$ cat config.mk
export PLATFORM = sky130hd
export DESIGN_NAME = conflict_serializer
export DESIGN_NICKNAME = d
export VERILOG_FILES = /design/src/serializer_pkg.sv /design/src/serializer_regs_pkg.sv /design/src/ready_list.sv /design/src/locale_table.sv /design/src/thread_free_list.sv /design/src/occupancy_ctrl.sv /design/src/conflict_serializer.sv
export SDC_FILE = /design/constraint.sdc
export NUM_CORES = 1
export LEC_CHECK = 0
export BUFFER_PORTS_ARGS = -buffer_cell sky130_fd_sc_hd__buf_2
export CORE_MARGIN = 3
export CORE_UTILIZATION = 40
export DETAILED_ROUTE_END_ITERATION = 12
export PLACE_DENSITY = 0.66
export SKIP_CTS_REPAIR_TIMING = 1
export SYNTH_ARGS = -nofsm -noshare
export SYNTH_HDL_FRONTEND = slang
export SYNTH_SLANG_ARGS = --single-unit
$ cat constraint.sdc
create_clock -name clk -period 6.9 [get_ports clk]
set_input_delay 0.345 -clock clk [delete_from_list [all_inputs] [get_ports clk]]
set_output_delay 0.345 -clock clk [all_outputs]
set_load 0.05 [all_outputs]
$ cat src/serializer_pkg.sv
package serializer_pkg;

   // task field widths
   localparam int LOCALE_WIDTH  = 16;
   localparam int TTYPE_WIDTH   = 4;
   localparam int CQ_SLOT_WIDTH = 7;

   // a locale names the data a task touches
   typedef logic [LOCALE_WIDTH-1:0]  locale_t;
   typedef logic [TTYPE_WIDTH-1:0]   ttype_t;
   // slot in the commit queue that holds the task
   typedef logic [CQ_SLOT_WIDTH-1:0] cq_slot_t;

   // index of the lowest set bit, vectors of up to 32 bits
   // returns 0 when no bit is set, so callers qualify with a reduction or
   // by looking at the selected bit
   function automatic logic [4:0] lowest_set(input logic [31:0] vec);
      logic [4:0] idx;
      idx = '0;
      // scan from the top so the lowest hit is the last one written
      for (int i = 31; i >= 0; i--) begin
         if (vec[i]) begin
            idx = 5'(i);
         end
      end
      return idx;
   endfunction

endpackage

$ cat src/serializer_regs_pkg.sv
package serializer_regs_pkg;

   // register bus widths
   localparam int REG_ADDR_WIDTH = 8;
   localparam int REG_DATA_WIDTH = 32;

   // threshold register, read and write
   localparam logic [REG_ADDR_WIDTH-1:0] ADDR_SIZE_CONTROL = 8'h10;
   // valid bits above conflict bits, read only
   localparam logic [REG_ADDR_WIDTH-1:0] ADDR_LIST_STATUS  = 8'h14;

   // threshold field positions inside ADDR_SIZE_CONTROL
   localparam int AF_LSB   = 0;
   localparam int FULL_LSB = 8;
   // each threshold field is one byte wide
   localparam int THRESH_WIDTH = 8;

endpackage

$ cat src/ready_list.sv
`timescale 1ns/10ps

module ready_list import serializer_pkg::*; #(
   parameter int LOG_LIST_DEPTH = 3
) (
   input  logic                                clk,
   input  logic                                rstn,
   // enqueue side
   input  logic                                enq,
   input  logic                                enq_conflict,
   input  ttype_t                              m_ttype,
   input  locale_t                             m_locale,
   input  cq_slot_t                            m_cq_slot,
   // dequeue side
   input  logic                                s_ready,
   input  logic                                has_thread,
   input  logic                                any_running,
   // unlock of a finishing thread
   input  logic                                unlock_valid,
   input  locale_t                             finished_locale,
   output logic    [2**LOG_LIST_DEPTH-1:0]     entry_valid,
   output logic    [2**LOG_LIST_DEPTH-1:0]     entry_conflict,
   output locale_t [2**LOG_LIST_DEPTH-1:0]     entry_locale,
   output logic                                has_space,
   output logic                                s_valid,
   output logic                                issue,
   output logic                                all_cores_idle,
   output ttype_t                              s_ttype,
   output locale_t                             s_locale,
   output cq_slot_t                            s_cq_slot
);

   localparam int DEPTH = 2**LOG_LIST_DEPTH;

   // payload of each entry, entry 0 is the oldest
   ttype_t   [DEPTH-1:0] list_ttype;
   cq_slot_t [DEPTH-1:0] list_cq_slot;

   // neighbour above, used when the list shifts down
   ttype_t   [DEPTH-1:0] ttype_up;
   locale_t  [DEPTH-1:0] locale_up;
   cq_slot_t [DEPTH-1:0] cq_slot_up;
   logic     [DEPTH-1:0] valid_up;
   logic     [DEPTH-1:0] conflict_up;

   logic [DEPTH-1:0] ready_vec;
   logic [DEPTH-1:0] match;
   logic [DEPTH-1:0] clr;
   logic [DEPTH-1:0] kept;
   logic [DEPTH-1:0] shift;
   logic [DEPTH-1:0] load_new;
   logic [LOG_LIST_DEPTH-1:0] sel;
   logic [LOG_LIST_DEPTH-1:0] ins;
   logic [LOG_LIST_DEPTH-1:0] match_sel;

   // valid and not blocked by a running or older task
   assign ready_vec = entry_valid & ~entry_conflict;
   assign sel = LOG_LIST_DEPTH'(lowest_set(32'(ready_vec)));
   // list is kept packed from entry 0, first hole is the insert point
   assign ins = LOG_LIST_DEPTH'(lowest_set(32'(~entry_valid)));
   assign has_space = !entry_valid[ins];

   assign s_valid = (|ready_vec) & has_thread;
   assign issue   = s_valid & s_ready;
   assign s_ttype   = list_ttype[sel];
   assign s_locale  = entry_locale[sel];
   assign s_cq_slot = list_cq_slot[sel];

   assign all_cores_idle = !(|entry_valid) & !any_running;

   // earliest queued task with the finishing locale loses its conflict
   always_comb begin
      for (int i = 0; i < DEPTH; i++) begin
         match[i] = unlock_valid & entry_valid[i] & (entry_locale[i] == finished_locale);
      end
   end
   assign match_sel = LOG_LIST_DEPTH'(lowest_set(32'(match)));
   always_comb begin
      for (int i = 0; i < DEPTH; i++) begin
         clr[i] = match[i] & (match_sel == i);
      end
   end
   assign kept = entry_conflict & ~clr;

   // everything at or above the issued entry moves down one
   // a task arriving in the same cycle lands one below the hole
   always_comb begin
      for (int i = 0; i < DEPTH; i++) begin
         shift[i]    = issue && (i >= sel);
         load_new[i] = enq && (shift[i] ? (ins == i + 1) : (ins == i));
      end
   end

   // top entry takes zeros when shifting
   assign valid_up    = {1'b0, entry_valid[DEPTH-1:1]};
   assign conflict_up = {1'b0, kept[DEPTH-1:1]};
   assign ttype_up    = list_ttype >> TTYPE_WIDTH;
   assign locale_up   = entry_locale >> LOCALE_WIDTH;
   assign cq_slot_up  = list_cq_slot >> CQ_SLOT_WIDTH;

   always_ff @(posedge clk) begin
      if (!rstn) begin
         entry_valid    <= '0;
         entry_conflict <= '0;
      end else begin
         for (int i = 0; i < DEPTH; i++) begin
            if (load_new[i]) begin
               entry_valid[i]    <= 1'b1;
               entry_conflict[i] <= enq_conflict;
            end else if (shift[i]) begin
               entry_valid[i]    <= valid_up[i];
               entry_conflict[i] <= conflict_up[i];
            end else begin
               entry_conflict[i] <= kept[i];
            end
         end
      end
   end

   // task payload
   always_ff @(posedge clk) begin
      for (int i = 0; i < DEPTH; i++) begin
         if (load_new[i]) begin
            list_ttype[i]   <= m_ttype;
            entry_locale[i] <= m_locale;
            list_cq_slot[i] <= m_cq_slot;
         end else if (shift[i]) begin
            list_ttype[i]   <= ttype_up[i];
            entry_locale[i] <= locale_up[i];
            list_cq_slot[i] <= cq_slot_up[i];
         end
      end
   end

endmodule

$ cat src/locale_table.sv
`timescale 1ns/10ps

module locale_table import serializer_pkg::*; #(
   parameter int N_THREADS      = 4,
   parameter int LOG_LIST_DEPTH = 3
) (
   input  logic                            clk,
   input  logic                            rstn,
   input  logic                            issue,
   input  logic    [$clog2(N_THREADS)-1:0] s_thread,
   input  locale_t                         s_locale,
   input  logic                            unlock_valid,
   input  logic    [$clog2(N_THREADS)-1:0] unlock_thread,
   input  locale_t                         m_locale,
   input  logic    [2**LOG_LIST_DEPTH-1:0] entry_valid,
   input  locale_t [2**LOG_LIST_DEPTH-1:0] entry_locale,
   output logic                            enq_conflict,
   output locale_t                         finished_locale,
   output logic                            any_running
);

   localparam int DEPTH = 2**LOG_LIST_DEPTH;

   // locale held by each running thread
   locale_t [N_THREADS-1:0] run_locale;
   logic    [N_THREADS-1:0] run_valid;
   logic    [N_THREADS-1:0] run_hit;
   logic    [DEPTH-1:0]     list_hit;

   assign finished_locale = run_locale[unlock_thread];
   assign any_running = |run_valid;

   // a thread unlocking this cycle no longer blocks the new task
   always_comb begin
      for (int j = 0; j < N_THREADS; j++) begin
         run_hit[j] = run_valid[j] & (run_locale[j] == m_locale) &
                      !(unlock_valid && (unlock_thread == j));
      end
      for (int i = 0; i < DEPTH; i++) begin
         list_hit[i] = entry_valid[i] & (entry_locale[i] == m_locale);
      end
   end
   assign enq_conflict = (|run_hit) | (|list_hit);

   // issued thread comes from the free list so it never equals the unlocked one
   always_ff @(posedge clk) begin
      if (!rstn) begin
         run_valid <= '0;
      end else begin
         for (int j = 0; j < N_THREADS; j++) begin
            if (issue && (s_thread == j)) begin
               run_valid[j] <= 1'b1;
            end else if (unlock_valid && (unlock_thread == j)) begin
               run_valid[j] <= 1'b0;
            end
         end
      end
   end

   always_ff @(posedge clk) begin
      if (issue) begin
         run_locale[s_thread] <= s_locale;
      end
   end

endmodule

$ cat src/thread_free_list.sv
`timescale 1ns/10ps

module thread_free_list #(
   parameter int N_THREADS = 4
) (
   input  logic                         clk,
   input  logic                         rstn,
   input  logic                         unlock_valid,
   input  logic [$clog2(N_THREADS)-1:0] unlock_thread,
   input  logic                         issue,
   output logic [$clog2(N_THREADS)-1:0] s_thread,
   output logic                         has_thread
);

   localparam int TW = $clog2(N_THREADS);

   // ring of free thread numbers
   logic [TW-1:0] slots [N_THREADS];
   logic [TW-1:0] head;
   logic [TW-1:0] tail;
   logic [TW:0]   count;

   assign s_thread   = slots[head];
   assign has_thread = (count != '0);

   always_ff @(posedge clk) begin
      if (!rstn) begin
         // every thread starts free, in ascending order
         for (int i = 0; i < N_THREADS; i++) begin
            slots[i] <= TW'(i);
         end
         head  <= '0;
         tail  <= '0;
         count <= (TW+1)'(N_THREADS);
      end else begin
         // pop at issue
         if (issue) begin
            head <= (head == TW'(N_THREADS - 1)) ? '0 : head + 1'b1;
         end
         // push back at unlock
         if (unlock_valid) begin
            slots[tail] <= unlock_thread;
            tail <= (tail == TW'(N_THREADS - 1)) ? '0 : tail + 1'b1;
         end
         count <= count + (TW+1)'(unlock_valid) - (TW+1)'(issue);
      end
   end

endmodule

$ cat src/occupancy_ctrl.sv
`timescale 1ns/10ps

module occupancy_ctrl import serializer_regs_pkg::*; #(
   parameter int LOG_LIST_DEPTH = 3
) (
   input  logic                          clk,
   input  logic                          rstn,
   input  logic                          m_valid,
   input  logic                          has_space,
   input  logic                          issue,
   input  logic [2**LOG_LIST_DEPTH-1:0]  entry_valid,
   input  logic [2**LOG_LIST_DEPTH-1:0]  entry_conflict,
   input  logic                          reg_wvalid,
   input  logic [REG_ADDR_WIDTH-1:0]     reg_waddr,
   input  logic [REG_DATA_WIDTH-1:0]     reg_wdata,
   input  logic                          reg_arvalid,
   input  logic [REG_ADDR_WIDTH-1:0]     reg_araddr,
   output logic                          m_ready,
   output logic                          almost_full,
   output logic                          reg_rvalid,
   output logic [REG_DATA_WIDTH-1:0]     reg_rdata
);

   localparam int DEPTH = 2**LOG_LIST_DEPTH;

   logic [LOG_LIST_DEPTH:0] count;
   logic [THRESH_WIDTH-1:0] count_ext;
   logic [THRESH_WIDTH-1:0] af_thresh;
   logic [THRESH_WIDTH-1:0] full_thresh;
   logic                    below_full;

   assign count_ext   = THRESH_WIDTH'(count);
   assign below_full  = (count_ext <= full_thresh);
   assign almost_full = (count_ext >= af_thresh);
   // accept only with a hole in the list and below the programmed limit
   assign m_ready = m_valid & has_space & below_full;

   // one in at accept, one out at issue
   always_ff @(posedge clk) begin
      if (!rstn) begin
         count <= '0;
      end else begin
         count <= count + (LOG_LIST_DEPTH+1)'(m_ready) - (LOG_LIST_DEPTH+1)'(issue);
      end
   end

   // thresholds, new values apply from the next cycle
   always_ff @(posedge clk) begin
      if (!rstn) begin
         af_thresh   <= THRESH_WIDTH'(DEPTH - 4);
         full_thresh <= THRESH_WIDTH'(DEPTH - 1);
      end else if (reg_wvalid && (reg_waddr == ADDR_SIZE_CONTROL)) begin
         af_thresh   <= reg_wdata[AF_LSB +: THRESH_WIDTH];
         full_thresh <= reg_wdata[FULL_LSB +: THRESH_WIDTH];
      end
   end

   // read answers one cycle after the request
   always_ff @(posedge clk) begin
      if (!rstn) begin
         reg_rvalid <= 1'b0;
      end else begin
         reg_rvalid <= reg_arvalid;
      end
   end

   always_ff @(posedge clk) begin
      if (reg_arvalid) begin
         case (reg_araddr)
            ADDR_SIZE_CONTROL: reg_rdata <= REG_DATA_WIDTH'({full_thresh, af_thresh});
            ADDR_LIST_STATUS:  reg_rdata <= REG_DATA_WIDTH'({entry_valid, entry_conflict});
            default:           reg_rdata <= '0;
         endcase
      end
   end

endmodule

$ cat src/conflict_serializer.sv
`timescale 1ns/10ps

module conflict_serializer import serializer_pkg::*, serializer_regs_pkg::*; #(
   parameter int LOG_LIST_DEPTH = 3,
   parameter int N_THREADS      = 4
) (
   input  logic                         clk,
   input  logic                         rstn,
   // from the commit queue
   input  logic                         m_valid,
   output logic                         m_ready,
   input  ttype_t                       m_ttype,
   input  locale_t                      m_locale,
   input  cq_slot_t                     m_cq_slot,
   // to the cores
   output logic                         s_valid,
   input  logic                         s_ready,
   output ttype_t                       s_ttype,
   output locale_t                      s_locale,
   output cq_slot_t                     s_cq_slot,
   output logic [$clog2(N_THREADS)-1:0] s_thread,
   // thread finished
   input  logic                         unlock_valid,
   input  logic [$clog2(N_THREADS)-1:0] unlock_thread,
   output logic                         almost_full,
   // high when nothing is queued or running, for termination
   output logic                         all_cores_idle,
   // register bus
   input  logic                         reg_wvalid,
   input  logic [REG_ADDR_WIDTH-1:0]    reg_waddr,
   input  logic [REG_DATA_WIDTH-1:0]    reg_wdata,
   input  logic                         reg_arvalid,
   input  logic [REG_ADDR_WIDTH-1:0]    reg_araddr,
   output logic                         reg_rvalid,
   output logic [REG_DATA_WIDTH-1:0]    reg_rdata
);

   localparam int DEPTH = 2**LOG_LIST_DEPTH;

   logic                 enq_conflict;
   locale_t              finished_locale;
   logic                 any_running;
   logic                 has_space;
   logic                 has_thread;
   logic                 issue;
   logic    [DEPTH-1:0]  entry_valid;
   logic    [DEPTH-1:0]  entry_conflict;
   locale_t [DEPTH-1:0]  entry_locale;

   // m_ready doubles as the enqueue strobe
   ready_list #(.LOG_LIST_DEPTH(LOG_LIST_DEPTH)) u_list (
      .clk, .rstn, .enq(m_ready), .enq_conflict, .m_ttype, .m_locale, .m_cq_slot,
      .s_ready, .has_thread, .any_running, .unlock_valid, .finished_locale,
      .entry_valid, .entry_conflict, .entry_locale, .has_space, .s_valid, .issue,
      .all_cores_idle, .s_ttype, .s_locale, .s_cq_slot
   );

   locale_table #(.N_THREADS(N_THREADS), .LOG_LIST_DEPTH(LOG_LIST_DEPTH)) u_locales (
      .clk, .rstn, .issue, .s_thread, .s_locale, .unlock_valid, .unlock_thread,
      .m_locale, .entry_valid, .entry_locale, .enq_conflict, .finished_locale,
      .any_running
   );

   thread_free_list #(.N_THREADS(N_THREADS)) u_threads (
      .clk, .rstn, .unlock_valid, .unlock_thread, .issue, .s_thread, .has_thread
   );

   occupancy_ctrl #(.LOG_LIST_DEPTH(LOG_LIST_DEPTH)) u_occupancy (
      .clk, .rstn, .m_valid, .has_space, .issue, .entry_valid, .entry_conflict,
      .reg_wvalid, .reg_waddr, .reg_wdata, .reg_arvalid, .reg_araddr,
      .m_ready, .almost_full, .reg_rvalid, .reg_rdata
   );

endmodule

# Yosys cells after proc, flatten, opt, wreduce, memory -nomap -nowiden
# Memories as Yosys holds them, arrays and structs flattened. A register that Yosys moved wholly into a read port is not among the register bits.
# Index checks and enable logic that the tools add are counted.
# Widths: inputs -> output; s select.
# classes
n_addsub,6
order_cmp,14
mux,169
shift,0
reduce_logical,55
bitwise,51
n_eq_ne,45
div_mod_pow,0
n_mul,0
# ops
operator,n
$eq 16x16->1,20
$mux 16,19
$mux 3,48
$mux 7,17
$mux 4,17
$bwmux 64,1
$mux 1,54
$bmux 16 s3,1
$and 1x1->1,45
$bmux 16 s2,1
$demux 16 s2,1
$not 8->32,1
$pmux 16 s2,1
$logic_and 1x1->1,25
$eq 3x3->1 const B,8
$eq 8x5->1 const B,3
$reduce_bool 2->1,12
$reduce_or 8->1,3
$bmux 7 s3,1
$and 8x8->8,2
$not 8->8,2
$bmux 4 s3,1
$eq 2x2->1 const B,6
$eq 3x2->1 const B,4
24 further kinds,47
# word_totals
inputBits,84
mem_count,1
ram_bits,8
output_inout_bits,66
rom_bits,0
word_cells,390
ff_bits,360
latchBits,0
# memory_table
memory,words,word_bits,rd,rd_ports_with_merged_regs,write_ports,line_no,text
u_threads.slots,4,2,1,1,4,thread_free_list.sv:18,logic [TW-1:0] slots [N_THREADS];

# Logic depth before layout (Yosys ltp)
# depth
ltp_word,40
mapped_depth,13
ltp_nobuf,13

# Modules after synthesis
# A second synthesis with hierarchy kept.
# unflattened
hier_cells,1951
area_unflattened_um2,21423.0
# by_module_without_submodules
module,instances,cells_each,area_per_inst_um2,seq_area_each_um2
ready_list,1,1299,13793.2,6806.5
locale_table,1,392,4793.3,2001.9
occupancy_ctrl,1,195,2045.7,900.9
thread_free_list,1,65,790.8,420.4

# Least setup slack after synthesis
# No wires, ideal clock.
# synth_path
path_type,register to register
start,register u_occupancy.count[1]
end,"register u_list.list_cq_slot, in the netlist u_list.cq_slot_up[14] (enable)"
arrival_ns,4.448
required_ns,6.413
synth_period_minus_slack_ns,4.935
slack_ns,1.965
n_path_buf,0
setup_time_ns,0.487
path_stages_with_launch,8
cell_sequence,dfxtp_1 > ha_1 > nor2b_1 > o21a_1 > o21a_1 > o211ai_1 > nand2_1 > o41ai_1
# synth_between
elab_chain_cells,4
# synth_rtl
item,line_no,text
start: declaration,occupancy_ctrl.sv:26,logic [LOG_LIST_DEPTH:0] count;
start signal: assignment,occupancy_ctrl.sv:43,count <= count + (LOG_LIST_DEPTH+1)'(m_ready) - (LOG_LIST_DEPTH+1)'(issue);
$le 4x8->1,occupancy_ctrl.sv:33,assign below_full = (count_ext <= full_thresh);
$and 1x1->1,occupancy_ctrl.sv:36,assign m_ready = m_valid & has_space & below_full;
$logic_and 1x1->1,ready_list.sv:90,load_new[i] = enq && (shift[i] ? (ins == i + 1) : (ins == i));
$reduce_bool 2->1 (no line),-,
end signal: indexed assignment,ready_list.sv:126,list_cq_slot[i] <= m_cq_slot;
end signal: indexed assignment,ready_list.sv:130,list_cq_slot[i] <= cq_slot_up[i];
end: declaration,ready_list.sv:37,cq_slot_t [DEPTH-1:0] list_cq_slot;
# Every way passes these cells.
# A chain may end at the register's enable or synchronous reset.

# Final worst setup path
# layout_path
start,register u_list.entry_valid[6]
end,output s_locale[4]
# layout_between
elab_chain_cells,10
# layout_rtl
item,line_no,text
start: declaration,ready_list.sv:21,"output logic [2**LOG_LIST_DEPTH-1:0] entry_valid,"
start signal: indexed assignment,ready_list.sv:111,entry_valid[i] <= valid_up[i];
$and 8x8->8,ready_list.sv:57,assign ready_vec = entry_valid & ~entry_conflict;
$mux 3 (7 in a row),serializer_pkg.sv:22,if (vec[i]) begin
$bmux 16 s3,ready_list.sv:66,assign s_locale = entry_locale[sel];
$mux 16 (implied by the code),ready_list.sv:66,
end: declaration,conflict_serializer.sv:19,"output locale_t s_locale,"
# Every way passes these cells. The select of a mux whose other input is x is not followed.

==> flow_metrics.env <==
export IMPL_startpoint="u_list.entry_valid[6]"
export IMPL_max_slew_margin_rel_pct=14.40
export IMPL_setup_viol=0
export IMPL_reg2reg_to="u_list.entry_locale[72]"
export IMPL_yosysTopAreaCell="edfxtp_1"
export IMPL_drive_above_1_share_pct=20.95
export IMPL_htree_levels=2
export IMPL_globalRouteTotalUtil_pct=23.15
export IMPL_io_pins=150
export IMPL_io_buffers=117
export IMPL_synth_edf_count=304
export IMPL_wirelength_met1_um=26930
export IMPL_swShare_pct=46.09
export IMPL_routed_wirelength_um=66870
export IMPL_reg2reg_from="u_list.entry_valid[5]"
export IMPL_fin_skew_ns=0.03082
export IMPL_vias=16040
export IMPL_min_period_ns=5.023
export IMPL_pwr_share_clk_pct=18.5
export IMPL_whs_ns=0.01929
export IMPL_die_height_um=237.0
export IMPL_period_share_pct=72.79
export IMPL_p_per_area_mw_per_mm2=492.2
export IMPL_grt_pass1_vias=15920
export IMPL_r2r_cells=8
export IMPL_start_util_pct=40.54
export IMPL_wl_per_cell_um=24.29
export IMPL_seq_area_frac_synth_pct=47.46
export IMPL_setup_tns_ns=0
export IMPL_required_ns=6.55
export IMPL_syn_inst=1991
export IMPL_nFillCells=4849
export IMPL_rrSetupSlack_ns=2.47
export IMPL_start_kind="flop"
export IMPL_placed_cell_area_mm2=0.02238
export IMPL_cts_root_buffer="clkbuf_16"
export IMPL_synth_warnings=0
export IMPL_dp_slack_ns=2.615
export IMPL_routed_wl_met2_um=31950
export IMPL_synthTopCellsByArea="edfxtp_1 (43%), mux2_2 (10%), xnor2_1 (9.9%)"
export IMPL_dpl_hpwl_um=45600
export IMPL_async_reset_ff_share_pct=0
export IMPL_dr_first_iter_drc_count=1585
export IMPL_post_route_cell_area_mm2=0.02374
export IMPL_seq_power_share_pct=34.7
export IMPL_dieArea_mm2=0.05617
export IMPL_ir_worst_vdd_mv=0.2962
export IMPL_tightestPinTransition_ns=1.271
export IMPL_clk_latency_ns=0.60
export IMPL_synth_seq_cells=354
export IMPL_rsz0062_at_grt="false"
export IMPL_ant_nets=0
export IMPL_grt_max_degree=71
export IMPL_slew_violations=0
export IMPL_switching_power_w=0.005385
export IMPL_leakage_nw=8.661
export IMPL_worstSetupEndpointType="output pin"
export IMPL_crit_arrival_ns=4.68
export IMPL_post_synth_top_area_fraction_pct=42.77
export IMPL_highest_layer="met5"
export IMPL_p_int_w=0.006298
export IMPL_antenna_found_initial=4
export IMPL_grt_pass1_wl_um=99790
export IMPL_first_pass_iters=6
export IMPL_clkSinkCount=354
export IMPL_cts_buffers=40
export IMPL_synth_area_mm2=0.02135
export IMPL_ys_types=65
export IMPL_endpoint="s_locale[4]"
export IMPL_crit_fanout=70
export IMPL_post_route_drc_count=0
export IMPL_comb_power_share_pct=46.9
export IMPL_cts_tree="built"
export IMPL_die_w_um=237.0
export IMPL_viasPerCell=5.825
export IMPL_synthToLayoutAreaGrowth_pct=11.20
export IMPL_clock_fmax_mhz=199.1
export IMPL_clk_path_buf_depth=3
export IMPL_clk_pin_slew_ns=0.06
export IMPL_row_count=84
export IMPL_hp_class="in -> reg"
export IMPL_post_route_worst_setup_slack_ns=1.877
export IMPL_fp_coreArea_mm2=0.05266
export IMPL_grt_ovfl_total=0
export IMPL_crit_type="reg -> out"
export IMPL_met3_wirelength_um=4753
export IMPL_syn_avg_cell_area_um2=10.72
export IMPL_final_nets=2133
export IMPL_finalHoldViolCount=0
export IMPL_cap_viol_max_count=0
export IMPL_finalPower_w=0.01168
export IMPL_place_congestion=0.9509
export IMPL_synth_ff_type="edfxtp_1"
export IMPL_outcome="completed"
==> kinds of logic (layout without fill, tap and decap cells) <==
kind of cell	Yosys count	after routing	synth area share, %
adder cells (fa/ha/maj)	18	18	1.125
flip-flops	354	354	47.46
buffers and inverters	189	245	3.951
AND/OR/NAND/NOR	731	731	16.35
XOR/XNOR	323	323	13.29
AO/OA/AOI/OAI	124	124	3.787
other	1	19	0.01757
multiplexers	251	251	14.02
==> power by group through the flow <==
stage	Sequential (W)	Combinational [W]	Clock, W
2_1_floorplan	0.00384	0.00391	0
3_3_place_gp	0.00404	0.00531	0
3_5_place_dp	0.00407	0.00540	0
4_1_cts	0.00403	0.00542	0.00219
5_1_grt	0.00411	0.00581	0.00227
6_report	0.00405	0.00547	0.00216
==> state kept, by name, indices dropped and copies added (netlist names), 16 cells and up, named ones only <==
signal and flops:
u_list.cq_slot_up 49, u_list.entry_locale 128, u_list.list_ttype 32, u_locales.run_locale 64, u_occupancy.reg_rdata 16
==> metrics by stage <==
step                      utilization, %  instances
final                              45.08       2753
after global placement             42.49       2673
after CTS                          44.99       2746
after global routing               45.07       2752
after detailed placement           42.49       2673
after floorplan                        -       2006
==> per-layer routing <==
metal  vias up  track usage (%)
li1       7153                -
met5         -                0
met4         2            11.14
met3       192            3.424
met2       784            38.14
met1      7906            29.93
==> cell usage after synthesis (all sizes together) (3+ instances only) <==
master  number
a21boi       7
a21o         7
a21oi       15
a31oi        5
and2        10
and3        35
buf         73
clkbuf      86
dfxtp       50
edfxtp     304
ha          16
inv         30
mux2       192
mux2i       41
mux4        18
nand2      297
nand2b      17
nand3      160
nand4       63
nor2        55
nor2b       29
nor3        20
nor4        34
o211ai       8
o21a         4
o21ai       50
o221ai       3
xnor2      241
xor2        82
==> cell type report <==
class	count	area, µm²	area share [%]
Antenna cell	3	7.507	0.03163
Clock buffer	54	1105	4.654
Clock inverter	19	209.0	0.8803
Inverter	30	112.6	0.4744
Multi-Input combinational cell	1463	10530	44.36
Sequential cell	354	10130	42.68
Tap cell	688	860.8	3.627
Timing Repair Buffer	142	783.3	3.300
==> worst min path at each step <==
stage	from	to	slack, ns	depth (start not counted)
2_1_floorplan	reg_arvalid	u_occupancy.reg_rdata[0]	0.46	0
3_3_place_gp	u_threads.head[1]	u_threads.head[1]	0.48	2
3_5_place_dp	u_occupancy.full_thresh[1]	u_occupancy.full_thresh[1]	0.50	2
4_1_cts	reg_wdata[9]	u_occupancy.full_thresh[1]	-0.04	3
5_1_grt	reg_wdata[7]	u_occupancy.af_thresh[7]	0.02	3
6_report	reg_wdata[7]	u_occupancy.af_thresh[7]	0.02	3
==> cell usage in the layout, fill, tap and decap left out, drive strengths merged, types with 3 or more instances in the layout <==
cell	instances
inv	33
and3	35
nand2	297
dlygate4sd3	4
mux2	192
edfxtp	304
nand2b	17
clkbuf	54
buf	138
xor2	82
a31oi	5
clkinv	12
nor3	20
nand4	63
nor2	55
nand3	160
dfxtp	50
mux2i	41
a21o	7
xnor2	241
diode	3
conb	16
o221ai	3
a21oi	15
and2	10
a21boi	7
mux4	18
o21a	4
ha	16
o21ai	50
nor2b	29
nor4	34
o211ai	8
==> worst max-delay path: stages (launching register included) <==
cell     delay, ns
dfxtp_1       0.76
nor2b_1       0.25
a21o_1        0.11
a21o_1        0.19
and2_4        0.68
buf_4         0.52
nand2_1       0.13
nand3_1       0.10
nand2_1       0.08
o21ai_0       0.73
buf_2         0.41
Note: power is estimated with default switching activity, not from simulation.
